<file path="src/include/ms_macros.svh">
// memory stage macros: datapath widths, data SRAM size and write-back credit count
`ifndef MS_MACROS_SVH
`define MS_MACROS_SVH

// one RV64 word, also the address width
`define MS_WORD_WD      64

`define MS_GPR_ADDR_WD  5   // x0..x31
`define MS_CSR_ADDR_WD  12

// data sram holds doublewords, index taken from address bits 10:3
`define MS_SRAM_DEPTH   256
`define MS_SRAM_AW      8

// write-back buffer depth seen as credits
`define MS_WS_CREDITS   4
`define MS_CREDIT_WD    3   // must hold MS_WS_CREDITS

`endif

</file>
<file path="src/design/ms_pkg.sv">
// memory stage package: memory op codes and controller state encoding
package ms_pkg;

  // funct3 encoding of the memory op
  typedef enum logic [2:0] {
    MEM_LB  = 3'd0,
    MEM_LH  = 3'd1,
    MEM_LW  = 3'd2,
    MEM_LD  = 3'd3,
    MEM_LBU = 3'd4,
    MEM_LHU = 3'd5,
    MEM_LWU = 3'd6
  } mem_op_e;

  // stores reuse codes 0..3
  localparam mem_op_e MEM_SB = MEM_LB;
  localparam mem_op_e MEM_SH = MEM_LH;
  localparam mem_op_e MEM_SW = MEM_LW;
  localparam mem_op_e MEM_SD = MEM_LD;

  // access size lives in the low two bits for both loads and stores
  localparam logic [1:0] SIZE_B = 2'd0;
  localparam logic [1:0] SIZE_H = 2'd1;
  localparam logic [1:0] SIZE_W = 2'd2;
  localparam logic [1:0] SIZE_D = 2'd3;

  // memory stage controller
  typedef enum logic [1:0] {
    ST_IDLE   = 2'd0, // waiting for execute
    ST_ACCESS = 2'd1, // sram cycle
    ST_RESP   = 2'd2  // result held until a write-back credit is free
  } ms_state_e;

endpackage

</file>
<file path="src/design/ms_ctrl.sv">
// memory stage controller sequencing accept, the optional SRAM access and the credit-gated result
`timescale 1ns/10ps

module ms_ctrl (
  input        i_clk          ,
  input        i_rst          ,
  input        i_es_valid     ,
  input        i_mem_access   , // load or store in the instruction register
  input        i_credit_avail ,
  output logic o_capture      ,
  output logic o_sram_en      ,
  output logic o_ws_valid     ,
  output logic o_es_credit
);

  import ms_pkg::*;

  ms_state_e state_q;
  ms_state_e state_nxt;

  always_ff @(posedge i_clk) begin
    if (i_rst) begin
      state_q <= ST_IDLE;
    end else begin
      state_q <= state_nxt;
    end
  end

  always_comb begin
    state_nxt = state_q;
    case (state_q)
      ST_IDLE: begin
        if (i_es_valid) begin
          state_nxt = i_mem_access ? ST_ACCESS : ST_RESP;
        end
      end
      ST_ACCESS: state_nxt = ST_RESP; // read data back next cycle
      ST_RESP: begin
        if (i_credit_avail) begin
          state_nxt = ST_IDLE;
        end
      end
      default: state_nxt = ST_IDLE;
    endcase
  end

  assign o_capture   = (state_q == ST_IDLE) && i_es_valid;
  assign o_sram_en   = (state_q == ST_ACCESS);
  assign o_ws_valid  = (state_q == ST_RESP) && i_credit_avail;
  assign o_es_credit = o_ws_valid; // execute credit goes back as the result leaves

  // execute only sends while holding its single credit
  a_es_valid_idle: assert property (
    @(posedge i_clk) disable iff (i_rst)
    i_es_valid |-> (state_q == ST_IDLE)
  ) else $error("execute sent while an instruction was in flight");

  // only a latched load or store earns an sram cycle
  a_access_mem: assert property (
    @(posedge i_clk) disable iff (i_rst)
    o_sram_en |-> i_mem_access
  ) else $error("sram access for an instruction without a load or store");

endmodule

</file>
<file path="config.mk">
export PLATFORM = sky130hd
export DESIGN_NAME = ms_ctrl
export DESIGN_NICKNAME = d
export VERILOG_FILES = /design/src/include/ms_macros.svh /design/src/design/ms_pkg.sv /design/src/design/ms_ctrl.sv
export SDC_FILE = /design/constraint.sdc
export NUM_CORES = 1
export LEC_CHECK = 0
export BUFFER_PORTS_ARGS = -buffer_cell sky130_fd_sc_hd__buf_2
export CAP_MARGIN = 20
export CORE_AREA = 2 2 39 41
export CTS_CLUSTER_SIZE = 40
export DETAILED_ROUTE_END_ITERATION = 10
export DIE_AREA = 0 0 41 43
export PLACE_DENSITY = 0.3
export SLEW_MARGIN = 20
export SYNTH_ARGS = -nofsm -noshare
export SYNTH_HDL_FRONTEND = slang
export SYNTH_SLANG_ARGS = --single-unit
</file>
<file path="constraint.sdc">
create_clock -name i_clk -period 1.3 [get_ports i_clk]
set_input_delay 0.13 -clock i_clk [delete_from_list [all_inputs] [get_ports i_clk]]
set_output_delay 0.13 -clock i_clk [all_outputs]
set_load 0.05 [all_outputs]
</file>
==> run metrics <==
status=finished, final reports clean; mux contribution to synthesized area=0%; Post-Syn Area=105.1 sq um; fin crit period=1.232 ns; Crit-path slowest cell=dfxtp_1; clk slew on worst S/H paths=0.03 ns; Inserted Clock Buffers=3; DR vias=119; Synth Area in Simple Gates=39.29%; DRT iter0 DRCs=0; commonest non-fill, non-tap cell in the layout=buf_2; largest net degree at the start of global routing=6; top-area cell type share of the netlist area=38.10%; Starting Density=7.595%; final setup vio count=0; Static Leak=0.09260 nW; Switching Power=0.00007594 W; Clock Power Share=51.5%; Final period util=94.74%; Die Area=1763 sq um; CTS Root Cell=clkbuf_4; CTS H-tree depth=1; Logic pwr share=21.1%; CP Data Arrival Time=1.10 ns; share of cells above drive strength 1=61.90%; CP Capture Type=output pin; most frequent cells in the layout=buf_2 (8), clkbuf_4 (3), dfxtp_1 (2); CTS tree=yes; initial antenna violation count=0; postcts setup bufs=0; CP required=1.17 ns; CTS Hold Bufs=0; #FFs+latches synth=2; placed cells=34; Worst Tran Pin Value=0.2518 ns; Compound-Gate Fraction of Synth Area=11.90%; TNS Setup=0 ns; Fin Clk Skew=0.0003398 ns; pwr/cell area=1372 nW/um^2; Rel. slew slack=83.33%; top flop regs=state_q (2); diode count=0; total track usage=4.505%; Adder-Cell Fraction of Synth Area=0%; Slew Limit Fails=0; Skew-Pair Late Insertion Delay=0.22 ns; # IOs=9; RSZ-0062 raised after global routing=false; Hold WS=0.1035 ns; Die X=41 um; syn avg cell area=9.555 sq um; Remaining DRCs=0; Post-Route WL=303 um; CTS Buffer Depth=2; switching part of the total=28.90%; port bufs=8; post-synthesis net count=16; Yosys cell types=9; first-pass GRT wire length=414 um; Clock Sinks=2; max FFs per register=2; peak supply drop=0.1802 mV; Reg power frac=27.3%; # Max-Cap Violations=0; site row count=14; crit start category=flop; fill cell count=164; GRT Residual Overflow=0; Antenna Violating Nets Remaining=0; CP peak stage delay=0.41 ns; Area growth, synth to finish=82.14%; DRT Pass-1 Iters=1; Vias/cell=3.216; Finished Layout Cells=37; nets=28; sequential-to-total area share from yosys stat=38.10%; Final GP Congestion=0.5515; top post-synthesis cells by area=dfxtp_1 (38%), nor3b_1 (14%), and3b_2 (9.5%), or4b_1 (9.5%), buf_4 (7.1%); Syn. warnings=0; Largest Register=state_q; crit path cell chain=and3b_2, buf_2; Die Height=43 um; main combinational cell family by area after synthesis=simple AND/OR/NAND/NOR gates; WL/cell=8.189 um; Hold Crit Class=in -> reg; synthesized netlist cell count=11; Pint=0.0001868 W; post-CTS sizing=0; vias in the first global route=105; fmax=811.9 MHz; post-synthesis xor/xnor area fraction=0%; core area=1384 sq um; Synth area leader=dfxtp_1; crit path max fanout=5; Fin. Hold Viols=0; critical path class=reg -> out
-- power by group through the flow --
stage	clock, W	combinational [W]	sequential, W
floorplan	0	0.0000427	0.0000717
global placement	0	0.0000565	0.0000726
detailed placement	0	0.0000559	0.0000725
CTS	0.000145	0.0000560	0.0000718
global route	0.000156	0.0000587	0.0000726
finish	0.000135	0.0000555	0.0000718
-- layer usage --
layer	routed length (um)	GRT usage, %	share of wire [%]
met1	114	3.503	38
met2	111	3.750	37
met3	71	5.236	23
met4	6	8.000	2.0
met5	0	0	0
-- worst max-delay path: cells and delay by family (launching register included) --
kind          cells  cell delay, ns
simple gates      1            0.21
buf+inv           1            0.25
flops             1            0.41
-- worst paths after layout --
| check | startpoint | to | slack, ns | depth (start not counted) |
|---|---|---|---|---|
| hold / removal | i_rst | state_q[0] | 0.10 | 2 |
| hold reg to reg | state_q[1] | state_q[1] | 0.57 | 1 |
| setup / recovery | state_q[1] | o_es_credit | 0.07 | 2 |
| setup reg to reg | state_q[1] | state_q[1] | 0.27 | 2 |
-- area by class of cell --
| class | count | area [sq um] | area share (%) |
|---|---|---|---|
| multi-input cells | 7 | 65.06 | 33.99 |
| repair buffers | 8 | 40.04 | 20.91 |
| flip-flops and latches | 2 | 40.04 | 20.91 |
| well taps | 16 | 20.02 | 10.46 |
| clock buffers | 3 | 22.52 | 11.76 |
| inverters | 1 | 3.754 | 1.961 |
-- cells in the mapped netlist --
cell type and n:
dfxtp_1 2, nor3b_1 2, and3b_2 1, or4b_1 1
inv_1 1, nor2b_1 1, o31ai_1 1, a21oi_1 1
buf_4 1
-- metrics by stage --
stage / worst slack (ns) / utilization (%) / instance area (sq um) / power, W
2_1_floorplan: 0.04494 / - / 116.4 / 0.0001144
3_3_place_gp: 0.2522 / 12.21 / 168.9 / 0.0001290
3_5_place_dp: 0.2831 / 12.21 / 168.9 / 0.0001285
4_1_cts: 0.05796 / 13.83 / 191.4 / 0.0002730
5_1_grt: 0.01085 / 13.83 / 191.4 / 0.0002873
6_report: 0.06837 / 13.83 / 191.4 / 0.0002627
-- logic make-up after synthesis --
group,count (synthesis)
DFF,2
buffers and inverters,2
and+or+nand+nor,5
AOI/OAI and AO/OA,2
Note: power is estimated with default switching activity, not from simulation.
