`config.mk`:
```
export PLATFORM = sky130hd
export DESIGN_NAME = ws_credit_counter
export DESIGN_NICKNAME = d
export VERILOG_FILES = /design/src/design/ws_credit_counter.sv
export VERILOG_INCLUDE_DIRS = /design/src /design/src/include
export SDC_FILE = /design/constraint.sdc
export NUM_CORES = 1
export LEC_CHECK = 0
export BUFFER_PORTS_ARGS = -buffer_cell sky130_fd_sc_hd__clkbuf_2
export CAP_MARGIN = 20
export CORE_AREA = 8 8 45 47
export CTS_CLUSTER_DIAMETER = 120
export DETAILED_ROUTE_END_ITERATION = 12
export DIE_AREA = 0 0 53 55
export PLACE_DENSITY = 0.3
export SYNTH_ARGS = -nofsm -noshare
export SYNTH_HDL_FRONTEND = slang
export SYNTH_SLANG_ARGS = --single-unit
```
`constraint.sdc`:
```
create_clock -name i_clk -period 4.75 [get_ports i_clk]
set_clock_uncertainty 0.05 [all_clocks]
set_input_delay 0.95 -clock i_clk [delete_from_list [all_inputs] [get_ports i_clk]]
set_output_delay 0.95 -clock i_clk [all_outputs]
set_load 0.05 [all_outputs]
```
`src/include/ms_macros.svh`:
```
// memory stage macros: datapath widths, data SRAM size and write-back credit count
`ifndef MS_MACROS_SVH
`define MS_MACROS_SVH

// one RV64 word, also the address width
`define MS_WORD_WD      64

`define MS_GPR_ADDR_WD  5   // x0..x31
`define MS_CSR_ADDR_WD  12

// data sram holds doublewords, index taken from address bits 10:3
`define MS_SRAM_DEPTH   256
`define MS_SRAM_AW      8

// write-back buffer depth seen as credits
`define MS_WS_CREDITS   4
`define MS_CREDIT_WD    3   // must hold MS_WS_CREDITS

`endif

```
`src/design/ws_credit_counter.sv`:
```
// write-back credit counter: tracks free slots in the write-back buffer
`timescale 1ns/10ps
`include "ms_macros.svh"

module ws_credit_counter (
  input        i_clk     ,
  input        i_rst     ,
  input        i_consume , // result sent to write-back
  input        i_return  , // write-back freed a slot
  output logic o_avail
);

  logic [`MS_CREDIT_WD-1:0] count_q;

  always_ff @(posedge i_clk) begin
    if (i_rst) begin
      count_q <= `MS_CREDIT_WD'(`MS_WS_CREDITS);
    end else begin
      case ({i_consume, i_return})
        2'b10:   count_q <= count_q - 1'b1;
        2'b01:   count_q <= count_q + 1'b1;
        default: count_q <= count_q; // both or neither
      endcase
    end
  end

  assign o_avail = (count_q != '0);

  // controller must hold results while no credit is left
  a_no_underflow: assert property (
    @(posedge i_clk) disable iff (i_rst)
    i_consume |-> (count_q != '0)
  ) else $error("credit consumed at zero");

  // write-back cannot return more than it was given
  a_no_overflow: assert property (
    @(posedge i_clk) disable iff (i_rst)
    i_return |-> (count_q != `MS_CREDIT_WD'(`MS_WS_CREDITS))
  ) else $error("credit returned with counter full");

endmodule

```
==> impl_metrics.toml <==
[route]
route.detailed.wl_per_inst_um = 7.68
vias = 131
drt.antenna.violating_nets = 0
vias_per_cell = 3.28
met2WireLength_um = 181
drt_first_pass_iters = 2
drc = 0
dr.first_iter.drc_count = 3
route.final.wire_length_um = 307
wirelength_met1_um = 97
top_metal_used = "met3"
wl_met3_um = 28

[yosys]
synthesis.yosys.warnings = 0
syn_avg_cell_area_um2 = 10.0
post_synth_most_frequent_cells = "3 x sky130_fd_sc_hd__dfxtp_1, 2 x sky130_fd_sc_hd__inv_1, 2 x sky130_fd_sc_hd__nor2_1, 2 x sky130_fd_sc_hd__xor2_1"
seq_area_frac_synth_pct = 37.5
synth.top_cells.by_area = "sky130_fd_sc_hd__dfxtp_1 38%, sky130_fd_sc_hd__fa_1 13%, sky130_fd_sc_hd__xor2_1 11%"
post_synth_instance_area_um2 = 160
mappedNetlistNets = 22
yosysTopAreaCell = "sky130_fd_sc_hd__dfxtp_1"
synth_ff_type = "sky130_fd_sc_hd__dfxtp_1"
yosys_register_bits = 3
synth_cells = 16
synth.top_cell.area_share_pct = 37.5
yosys.cell_types.count = 11
synth_enable_flop_cells = 0
synth-async-reset-ratio_pct = 0
synthMostInstantiatedCell = "sky130_fd_sc_hd__dfxtp_1"

[setup_path]
crit_slowest_cell = "sky130_fd_sc_hd__fa_1"
critPathMaxStageDelay_ns = 0.37
cpMostUsedCell = "sky130_fd_sc_hd__inv_1"
reg2reg_depth = 4
reg2reg_to = "count_q[2]$_SDFFE_PP1P_"
cp.required_ns = 4.81
crit_path_start_kind = "primary input"
timing.reg2reg.setup_slack_ns = 3.22
worst_ep_arrival_time_ns = 2.27
critPathCapture = "count_q[2]$_SDFFE_PP1P_"
cp_max_fo = 2
r2r-start = "count_q[0]$_SDFFE_PP0P_"
critical_path.endpoint_type = "register"
cp_cell_sequence = "clkbuf_2 > inv_1 > ha_1 > inv_1 > fa_1 > xor2_1 > o21ai_1 > or3b_1"
worst_setup_path_startpoint = "i_consume"
path_class = "in -> reg"

[final_layout]
nNetsFinal = 31
drive_above_1_share_pct = 29.2
post-route-util_pct = 16.4
top_register = "count_q"
leading_registers_by_flop_count = "count_q: 3 flops"
largest_register_ffs = 3
syn_to_final_growth_pct = 41.4
ant_diodes = 0

[power_and_ir_drop]
vdd_ir_drop_max_uv = 50.5
power_leakage_uw = 0.000107
power.density_nw_per_um2 = 453

[cts]
insertion_delay_ns = 0.23
cts_tree = "yes"
cts_num_sinks = 3
clock-root-buffer = "sky130_fd_sc_hd__clkbuf_4"
cts.htree.levels = 1
post_cts.resized_instances = 0
clock_path_buffers = 2
post-cts-setup-buffer-count = 0
cts_hold_buf = 0
cts.clk_slew.worst_paths_ns = 0.04
cts-buffers-inserted = 3

[place]
post-dp-hpwl_um = 262
place_congestion = 0.594
buffer_ports.inserted = 4

[run_status]
run_status = "finished clean"

[global_routing]
pin_count_of_the_biggest_net_entering_global_routing = 5
first_global_vias = 155
grt_first_pass_wirelength_um = 607
grt_remaining_overflow = 0
antenna_violations_before_repair = 0
grt_util_all_layers_pct = 3.44

[die]
design.core.area_um2 = 1380
top_level_ports = 5
initial_utilization_pct = 11.6
core.rowCount = 14
die_area_um2 = 2920
floorplan.die.height_um = 55
die_w_um = 53

[sta]
whs_ns = 0.517
hold_viol = 0
setup-tns-final_ns = 0
final_max_slew_viol_count = 0
final.period_utilization_pct = 46.6
grt_setup_unrepaired = "false"
timing_worst_slew_pin_value_ns = 0.278
fin_crit_ns = 2.21
final-setup-viol-count = 0
fmax_achieved_mhz = 452
max_slew_headroom_pct = 81.5

[hold_path]
min-delay-path-class = "reg -> reg"

[flow_run]
cap_violations = 0
-- per-layer routing --
metal	up-vias	track usage [%]
li1	67	-
met1	60	2.58
met2	4	4.10
met3	0	1.87
met4	0	7.76
met5	-	0
-- critical path: cells and delay by family --
family	cells	cell delay, ns
xor+xnor	1	0.16
compound gates	1	0.10
buf+inv	3	0.18
simple gates	1	0.34
fa+ha+maj	2	0.54
-- layout by cell type, fill, tap and decap left out --
cell and instances:
sky130_fd_sc_hd__clkbuf_4 3, sky130_fd_sc_hd__xor2_1 2, sky130_fd_sc_hd__dfxtp_1 3, sky130_fd_sc_hd__or3b_1 1
sky130_fd_sc_hd__ha_1 1, sky130_fd_sc_hd__nor3_1 1, sky130_fd_sc_hd__clkbuf_1 1, sky130_fd_sc_hd__fa_1 1
sky130_fd_sc_hd__or3_1 1, sky130_fd_sc_hd__clkbuf_2 4, sky130_fd_sc_hd__inv_1 2, sky130_fd_sc_hd__nor2_1 2
sky130_fd_sc_hd__o21ai_1 1, sky130_fd_sc_hd__mux2i_1 1
-- through the flow --
| step | worst slack (ns) | power, uW | std cells | area (um^2) |
|---|---|---|---|---|
| floorplan | 2.43 | 53.7 | 16 | 160 |
| global route | 2.41 | 116 | 40 | 226 |
| global placement | 2.28 | 59.7 | 36 | 200 |
| CTS | 2.53 | 106 | 40 | 226 |
| finish | 2.54 | 103 | 40 | 226 |
| detailed placement | 2.28 | 59.4 | 36 | 200 |
-- worst min-delay path by stage --
| stage | startpoint | endpoint | slack, ns | cells after the start |
|---|---|---|---|---|
| 2_1_floorplan | count_q[1]$_SDFFE_PP0P_ | count_q[1]$_SDFFE_PP0P_ | 0.47 | 2 |
| 3_3_place_gp | count_q[0]$_SDFFE_PP0P_ | count_q[0]$_SDFFE_PP0P_ | 0.52 | 2 |
| 3_5_place_dp | count_q[1]$_SDFFE_PP0P_ | count_q[1]$_SDFFE_PP0P_ | 0.51 | 2 |
| 4_1_cts | count_q[1]$_SDFFE_PP0P_ | count_q[1]$_SDFFE_PP0P_ | 0.52 | 2 |
| 5_1_grt | count_q[1]$_SDFFE_PP0P_ | count_q[1]$_SDFFE_PP0P_ | 0.56 | 2 |
| 6_report | count_q[1]$_SDFFE_PP0P_ | count_q[1]$_SDFFE_PP0P_ | 0.52 | 2 |
-- power breakdown --
part / internal [uW] / total, uW / leakage, uW / switching, uW
Clock: 31.4 / 44.1 / 0.0000150 / 12.6
Sequential: 30.1 / 34.2 / 0.0000249 / 4.13
Combinational: 10.7 / 24.4 / 0.0000674 / 13.7
-- cell families (layout without fill, tap and decap cells) --
logic type,after synthesis,after routing,share of synthesized area (%)
compound gates,1,1,3.12
flops,3,3,37.5
buf+inv,2,10,4.69
mux,1,1,6.25
xor+xnor,2,2,10.9
simple gates,5,5,17.2
fa+ha+maj,2,2,20.3
-- cell type report --
| class | count | area [um^2] |
|---|---|---|
| fill | 162 | 1160 |
| tap | 16 | 20.0 |
| inverter | 2 | 7.51 |
| clock buffer | 4 | 26.3 |
| multi-input combinational | 11 | 92.6 |
| sequential | 3 | 60.1 |
| timing repair buffer | 4 | 20.0 |
No activity file was read; power rests on OpenSTA's default activity.
