[config.mk]
export PLATFORM = sky130hd
export DESIGN_NAME = mem_stage
export DESIGN_NICKNAME = d
export VERILOG_FILES = /design/src/design/ms_pkg.sv /design/src/design/lsu_load.sv /design/src/design/lsu_store.sv /design/src/design/mem_stage.sv
export VERILOG_INCLUDE_DIRS = /design/src /design/src/include
export SDC_FILE = /design/constraint.sdc
export NUM_CORES = 1
export LEC_CHECK = 0
export ABC_AREA = 1
export BUFFER_PORTS_ARGS = -buffer_cell sky130_fd_sc_hd__buf_2
export CAP_MARGIN = 20
export CORE_AREA = 2 2 223 225
export DETAILED_ROUTE_END_ITERATION = 12
export DIE_AREA = 0 0 225 227
export HOLD_SLACK_MARGIN = 0.05
export MAX_ROUTING_LAYER = met4
export PLACE_DENSITY = 0.62
export SYNTH_ARGS = -nofsm -noshare
export SYNTH_HDL_FRONTEND = slang
export SYNTH_SLANG_ARGS = --single-unit
[constraint.sdc]
create_clock -name i_clk -period 2.1 [get_ports i_clk]
set_clock_uncertainty 0.15 [all_clocks]
set_input_delay 0.105 -clock i_clk [delete_from_list [all_inputs] [get_ports i_clk]]
set_output_delay 0.105 -clock i_clk [all_outputs]
set_load 0.03 [all_outputs]
[src/include/ms_macros.svh]
// memory stage macros: datapath widths, data SRAM size and write-back credit count
`ifndef MS_MACROS_SVH
`define MS_MACROS_SVH

// one RV64 word, also the address width
`define MS_WORD_WD      64

`define MS_GPR_ADDR_WD  5   // x0..x31
`define MS_CSR_ADDR_WD  12

// data sram holds doublewords, index taken from address bits 10:3
`define MS_SRAM_DEPTH   256
`define MS_SRAM_AW      8

// write-back buffer depth seen as credits
`define MS_WS_CREDITS   4
`define MS_CREDIT_WD    3   // must hold MS_WS_CREDITS

`endif

[src/design/ms_pkg.sv]
// memory stage package: memory op codes and controller state encoding
package ms_pkg;

  // funct3 encoding of the memory op
  typedef enum logic [2:0] {
    MEM_LB  = 3'd0,
    MEM_LH  = 3'd1,
    MEM_LW  = 3'd2,
    MEM_LD  = 3'd3,
    MEM_LBU = 3'd4,
    MEM_LHU = 3'd5,
    MEM_LWU = 3'd6
  } mem_op_e;

  // stores reuse codes 0..3
  localparam mem_op_e MEM_SB = MEM_LB;
  localparam mem_op_e MEM_SH = MEM_LH;
  localparam mem_op_e MEM_SW = MEM_LW;
  localparam mem_op_e MEM_SD = MEM_LD;

  // access size lives in the low two bits for both loads and stores
  localparam logic [1:0] SIZE_B = 2'd0;
  localparam logic [1:0] SIZE_H = 2'd1;
  localparam logic [1:0] SIZE_W = 2'd2;
  localparam logic [1:0] SIZE_D = 2'd3;

  // memory stage controller
  typedef enum logic [1:0] {
    ST_IDLE   = 2'd0, // waiting for execute
    ST_ACCESS = 2'd1, // sram cycle
    ST_RESP   = 2'd2  // result held until a write-back credit is free
  } ms_state_e;

endpackage

[src/design/lsu_load.sv]
// load unit: picks the addressed byte, half, word or doubleword and extends it
`timescale 1ns/10ps
`include "ms_macros.svh"

module lsu_load (
  input        [2:0]             i_raddr_align     , // byte offset in the doubleword
  input        [`MS_WORD_WD-1:0] i_data_sram_rdata ,
  input                          i_mem_ren         ,
  input  ms_pkg::mem_op_e        i_mem_op          ,
  output logic [`MS_WORD_WD-1:0] o_rdata
);

  import ms_pkg::*;

  logic [2:0]             byte_off; // offset forced to the access alignment
  logic [`MS_WORD_WD-1:0] shifted;

  // misaligned addresses fall back to the aligned lane
  always_comb begin
    case (i_mem_op[1:0])
      SIZE_B:  byte_off = i_raddr_align;
      SIZE_H:  byte_off = {i_raddr_align[2:1], 1'b0};
      SIZE_W:  byte_off = {i_raddr_align[2], 2'b00};
      default: byte_off = 3'd0;
    endcase
  end

  assign shifted = i_data_sram_rdata >> {byte_off, 3'b000};

  always_comb begin
    if (!i_mem_ren) begin
      o_rdata = '0; // not a load
    end else begin
      case (i_mem_op)
        MEM_LB:  o_rdata = {{(`MS_WORD_WD-8){shifted[7]}}, shifted[7:0]};
        MEM_LH:  o_rdata = {{(`MS_WORD_WD-16){shifted[15]}}, shifted[15:0]};
        MEM_LW:  o_rdata = {{(`MS_WORD_WD-32){shifted[31]}}, shifted[31:0]};
        MEM_LD:  o_rdata = shifted;
        MEM_LBU: o_rdata = {{(`MS_WORD_WD-8){1'b0}}, shifted[7:0]};
        MEM_LHU: o_rdata = {{(`MS_WORD_WD-16){1'b0}}, shifted[15:0]};
        MEM_LWU: o_rdata = {{(`MS_WORD_WD-32){1'b0}}, shifted[31:0]};
        default: o_rdata = '0; // code 7 unused
      endcase
    end
  end

endmodule

[src/design/lsu_store.sv]
// store unit: places store data in its byte lanes and builds the write strobes
`timescale 1ns/10ps
`include "ms_macros.svh"

module lsu_store (
  input        [2:0]             i_waddr_align , // byte offset in the doubleword
  input        [`MS_WORD_WD-1:0] i_store_data  ,
  input  ms_pkg::mem_op_e        i_mem_op      ,
  output logic [`MS_WORD_WD-1:0] o_wdata       ,
  output logic [7:0]             o_wstrb
);

  import ms_pkg::*;

  // data is replicated across all lanes, the strobe picks the live one
  always_comb begin
    case (i_mem_op[1:0])
      SIZE_B: begin
        o_wdata = {(`MS_WORD_WD/8){i_store_data[7:0]}};
        o_wstrb = 8'b0000_0001 << i_waddr_align;
      end
      SIZE_H: begin
        o_wdata = {(`MS_WORD_WD/16){i_store_data[15:0]}};
        o_wstrb = 8'b0000_0011 << {i_waddr_align[2:1], 1'b0}; // halfword aligned
      end
      SIZE_W: begin
        o_wdata = {(`MS_WORD_WD/32){i_store_data[31:0]}};
        o_wstrb = 8'b0000_1111 << {i_waddr_align[2], 2'b00};
      end
      default: begin
        o_wdata = i_store_data; // full doubleword
        o_wstrb = 8'hff;
      end
    endcase
  end

endmodule

[src/design/mem_stage.sv]
// memory stage datapath: instruction register, SRAM request and result select
`timescale 1ns/10ps
`include "ms_macros.svh"

module mem_stage (
  input                             i_clk             ,
  input                             i_rst             ,
  input                             i_capture         ,
  input                             i_sram_en         ,
  input        [`MS_GPR_ADDR_WD-1:0] i_rd             ,
  input        [`MS_CSR_ADDR_WD-1:0] i_csr            ,
  input                             i_gpr_wen         ,
  input                             i_csr_wen         ,
  input                             i_mem_ren         ,
  input                             i_mem_wen         ,
  input  ms_pkg::mem_op_e           i_mem_op          ,
  input                             i_csr_inst_sel    , // csr read data goes to rd
  input        [`MS_WORD_WD-1:0]    i_csrrdata        ,
  input        [`MS_WORD_WD-1:0]    i_alu_result      ,
  input        [`MS_WORD_WD-1:0]    i_csr_result      ,
  input        [`MS_WORD_WD-1:0]    i_store_data      ,
  input        [`MS_WORD_WD-1:0]    i_data_sram_rdata ,
  output logic                      o_mem_access      ,
  output logic [`MS_SRAM_AW-1:0]    o_sram_addr       ,
  output logic [`MS_WORD_WD-1:0]    o_sram_wdata      ,
  output logic [7:0]                o_sram_wstrb      ,
  output logic                      o_sram_wen        ,
  output logic                      o_ws_gpr_wen      ,
  output logic [`MS_GPR_ADDR_WD-1:0] o_ws_rd          ,
  output logic [`MS_WORD_WD-1:0]    o_ws_gpr_result   ,
  output logic                      o_ws_csr_wen      ,
  output logic [`MS_CSR_ADDR_WD-1:0] o_ws_csr         ,
  output logic [`MS_WORD_WD-1:0]    o_ws_csr_result
);

  import ms_pkg::*;

  logic                       gpr_wen_q, csr_wen_q, mem_ren_q, mem_wen_q;
  logic                       csr_inst_sel_q;
  mem_op_e                    mem_op_q;
  logic [`MS_GPR_ADDR_WD-1:0] rd_q;
  logic [`MS_CSR_ADDR_WD-1:0] csr_q;
  logic [`MS_WORD_WD-1:0]     csrrdata_q, alu_result_q, csr_result_q, store_data_q;
  logic                       rdata_fresh; // sram data arrived this cycle
  logic [`MS_WORD_WD-1:0]     load_data;
  logic [`MS_WORD_WD-1:0]     load_q;

  always_ff @(posedge i_clk) begin
    if (i_rst) begin
      {gpr_wen_q, csr_wen_q, mem_ren_q, mem_wen_q} <= '0;
      rdata_fresh <= 1'b0;
    end else begin
      rdata_fresh <= i_sram_en;
      if (i_capture) begin
        {gpr_wen_q, csr_wen_q, mem_ren_q, mem_wen_q} <=
          {i_gpr_wen, i_csr_wen, i_mem_ren, i_mem_wen};
      end
    end
  end

  always_ff @(posedge i_clk) begin
    if (i_capture) begin
      rd_q           <= i_rd;
      csr_q          <= i_csr;
      mem_op_q       <= i_mem_op;
      csr_inst_sel_q <= i_csr_inst_sel;
      csrrdata_q     <= i_csrrdata;
      alu_result_q   <= i_alu_result;
      csr_result_q   <= i_csr_result;
      store_data_q   <= i_store_data;
    end
    if (rdata_fresh) begin
      load_q <= load_data; // hold across RESP back-pressure
    end
  end

  // the controller decides ACCESS or RESP in the capture cycle
  assign o_mem_access = i_capture ? (i_mem_ren | i_mem_wen) : (mem_ren_q | mem_wen_q);

  assign o_sram_addr = alu_result_q[10:3];
  assign o_sram_wen  = mem_wen_q & i_sram_en;

  lsu_store u_lsu_store (
    .i_waddr_align (alu_result_q[2:0]),
    .i_store_data  (store_data_q     ),
    .i_mem_op      (mem_op_q         ),
    .o_wdata       (o_sram_wdata     ),
    .o_wstrb       (o_sram_wstrb     )
  );

  lsu_load u_lsu_load (
    .i_raddr_align     (alu_result_q[2:0]),
    .i_data_sram_rdata (i_data_sram_rdata),
    .i_mem_ren         (mem_ren_q        ),
    .i_mem_op          (mem_op_q         ),
    .o_rdata           (load_data        )
  );

  always_comb begin
    if (mem_ren_q) begin
      o_ws_gpr_result = rdata_fresh ? load_data : load_q;
    end else if (csr_inst_sel_q) begin
      o_ws_gpr_result = csrrdata_q;
    end else begin
      o_ws_gpr_result = alu_result_q;
    end
  end

  assign o_ws_gpr_wen    = gpr_wen_q;
  assign o_ws_rd         = rd_q;
  assign o_ws_csr_wen    = csr_wen_q; // csr fields pass straight through
  assign o_ws_csr        = csr_q;
  assign o_ws_csr_result = csr_result_q;

endmodule

==> reports/qor.yml <==
holdPathEnd: "load_q[0]"
cts_tree: "yes"
synthCells: 1603
clk-insertion-delay-late_ns: 0.56
synth_warnings: 0
grt_max_degree: 92
postCtsHoldBufs: 317
core_area_um2: 48500
r2r-start: "mem_op_q[1]"
synth_top_area_cell: "edfxtp_1"
whs_ns: 0.0113
drive_above_1_share_pct: 34.9
synth_area_leaders: "edfxtp_1, nand2_1, dfxtp_1"
finish.utilization_pct: 51.5
violations: "negative setup slack"
r2r_slack_ns: -0.10
holdCritPathClass: "in -> reg"
cts-root-buf: "clkbuf_16"
syn_avg_cell_area_um2: 9.53
synth_area_um2: 15300
synth_cell_type_count: 28
worstSetupStartpointType: "flip-flop"
final_area_um2: 25000
initial_core_util_pct: 31.5
final.setup.worst_slack_ns: -0.985
place.gp.congestion: 0.938
cts-buffers-inserted: 39
drc_errors: 0
vias: 15568
worst_setup_path_end_kind: "primary output"
peakVddDrop_uv: 699
max_cap_viol_count: 0
dr.pass1.iters: 5
outcome: "finished with violations"
fmax_mhz: 324
ys_ff_latch: 346
power.density_nw_per_um2: 801
num_io_pins: 578
clk_pin_slew_ns: 0.06
leakage_nw: 11.3
area_growth_syn_to_layout_pct: 63.7
tightest_slew_ns: 0.501
routed_wl_mm: 65.3
slew_viol_final: 0
fin_tns_setup_ns: -77.09
synth_nets: 1952
fin_cells: 3226
critPathArrivalTime_ns: 2.83
rsz0062_at_grt: "true"
grt_usage_pct: 25.1
path_class: "reg -> out"
grt_pass1_vias: 15595
post-route-period-util_pct: 147
final_nets: 2908
cp_data_required_time_ns: 1.85
antenna_left: 0
via_per_inst: 4.83
hpwl_mm: 44.3
power_mw: 20.0
placedInstanceArea_um2: 19600
rr_endpoint: "load_q[58]"
hold_path_startpoint: "i_data_sram_rdata[56]"
grt_overflow: 0
r2r_cells: 10
dp_cells: 2807
ys_seq_area_share_pct: 63.5
wire_per_inst_um: 20.2
antenna_found_initial: 16
io_buffers: 577
setup-violations-final: 173
hold_viol: 0
slew_headroom_pct: 66.3
critPathMaxFanout: 14
die_x_um: 225
dpl_worst_slack_ns: -0.443
rows: 81
cts_sinks: 346
fp.dieArea_um2: 51100
fin_crit_ns: 3.08
drt-initial-drc-count: 1255
htreeDepth: 2
max-clock-path-buffers: 3
synth.top_cell.area_share_pct: 54.5
die_h_um: 227
hold_depth: 5
grt_pass1_wl_mm: 93.2
[synthesized netlist by cell type]
cell type,number
a21oi_1,13
a221oi_1,3
a31oi_1,5
buf_1,13
buf_2,27
buf_4,21
buf_6,2
clkbuf_1,54
clkinv_1,2
dfxtp_1,69
edfxtp_1,277
inv_1,71
inv_2,10
mux2i_1,3
nand2_1,538
nand2_2,2
nand3_1,84
nand3_2,4
nand4_1,42
nor2_1,164
nor2_2,5
o2111ai_1,5
o211ai_1,44
o21ai_0,115
o21ai_1,17
o221ai_1,5
o311ai_0,2
o31ai_1,6
[layer usage]
layer  up-vias  GRT usage, %  routed length [um]
li1       7370             -                   -
met5         -             -                   0
met4         0          8.87                2140
met3       120          5.65                4730
met2       668          39.6               30900
met1      7410          31.8               27600
[worst max path at each step]
stage	slack (ns)	from	endpoint
CTS	-0.95	mem_op_q[1]	o_ws_gpr_result[61]
global placement	-0.45	mem_op_q[0]	o_ws_gpr_result[18]
global route	-1.12	mem_op_q[0]	o_ws_gpr_result[22]
floorplan	-0.19	mem_op_q[1]	o_sram_wstrb[5]
detailed placement	-0.44	mem_op_q[1]	o_ws_gpr_result[3]
finish	-0.98	mem_op_q[1]	o_ws_gpr_result[9]
[state kept, by name, summed over array words and instances, names as in the netlist, 3 cells and up]
name	count
o_ws_rd	5
o_ws_csr_result	64
mem_op_q	3
store_data_q	64
alu_result_q	64
load_q	64
o_ws_csr	12
csrrdata_q	64
[kinds of logic (layout without fill, tap and decap cells)]
kind of cell,count (synthesis),count (layout),share of synthesized area (%)
buffers and inverters,200,1183,5.75
AOI/OAI and AO/OA,215,215,8.27
DFF,346,346,63.5
other,0,17,0
and+or+nand+nor,839,840,22.3
muxes,3,3,0.197
[where the power goes]
group          leakage [nW]  internal, mW  switching (mW)
sequential             3.27          7.99           0.198
combinational          7.38          1.95            3.03
clock                 0.603          3.96            2.90
[cell type report]
cell class,instances,area (um2)
diodes,17,42.5
clock buffers,49,1020
clock inverters,20,216
fillers,4287,23500
inverters,83,324
multi-input cells,1058,5130
flip-flops and latches,346,9700
well taps,622,778
repair buffers,1030,7790
repair inverters,1,6.26
[cell usage in the layout, fill, tap and decap left out, drive strengths merged, types with 6 or more instances in the layout]
cell and count:
nor2 169, dfxtp 69, diode 17, nand4 42, buf 701, o31ai 6, edfxtp 277, clkbuf 63
clkinv 13, inv 85, o211ai 44, nand2 541, dlygate4sd3 315, a21oi 13, o21ai 132, nand3 88
[critical path, cell delays in order (launching register included)]
cell and delay, ns:
edfxtp_1 0.45, buf_8 0.20, nor2_4 0.15, inv_4 0.09
buf_12 0.16, buf_4 0.16, o211ai_1 0.31, nand3_1 0.13
nand2_1 0.09, nand2_1 0.07, nand2_1 0.08, nand2_1 0.11
nand2_2 0.10, buf_4 0.16
[what timing repair did]
| item | in CTS | in global routing |
|---|---|---|
| pin swaps | 6 | 17 |
| hold endpoints to repair | 429 | 1 |
| endpoints found under the setup margin | 190 | 195 |
| gates resized for setup | 106 | 162 |
| cloned | 0 | 6 |
| buffers inserted | 5 | 5 |
No activity file was read; power rests on OpenSTA's default activity.
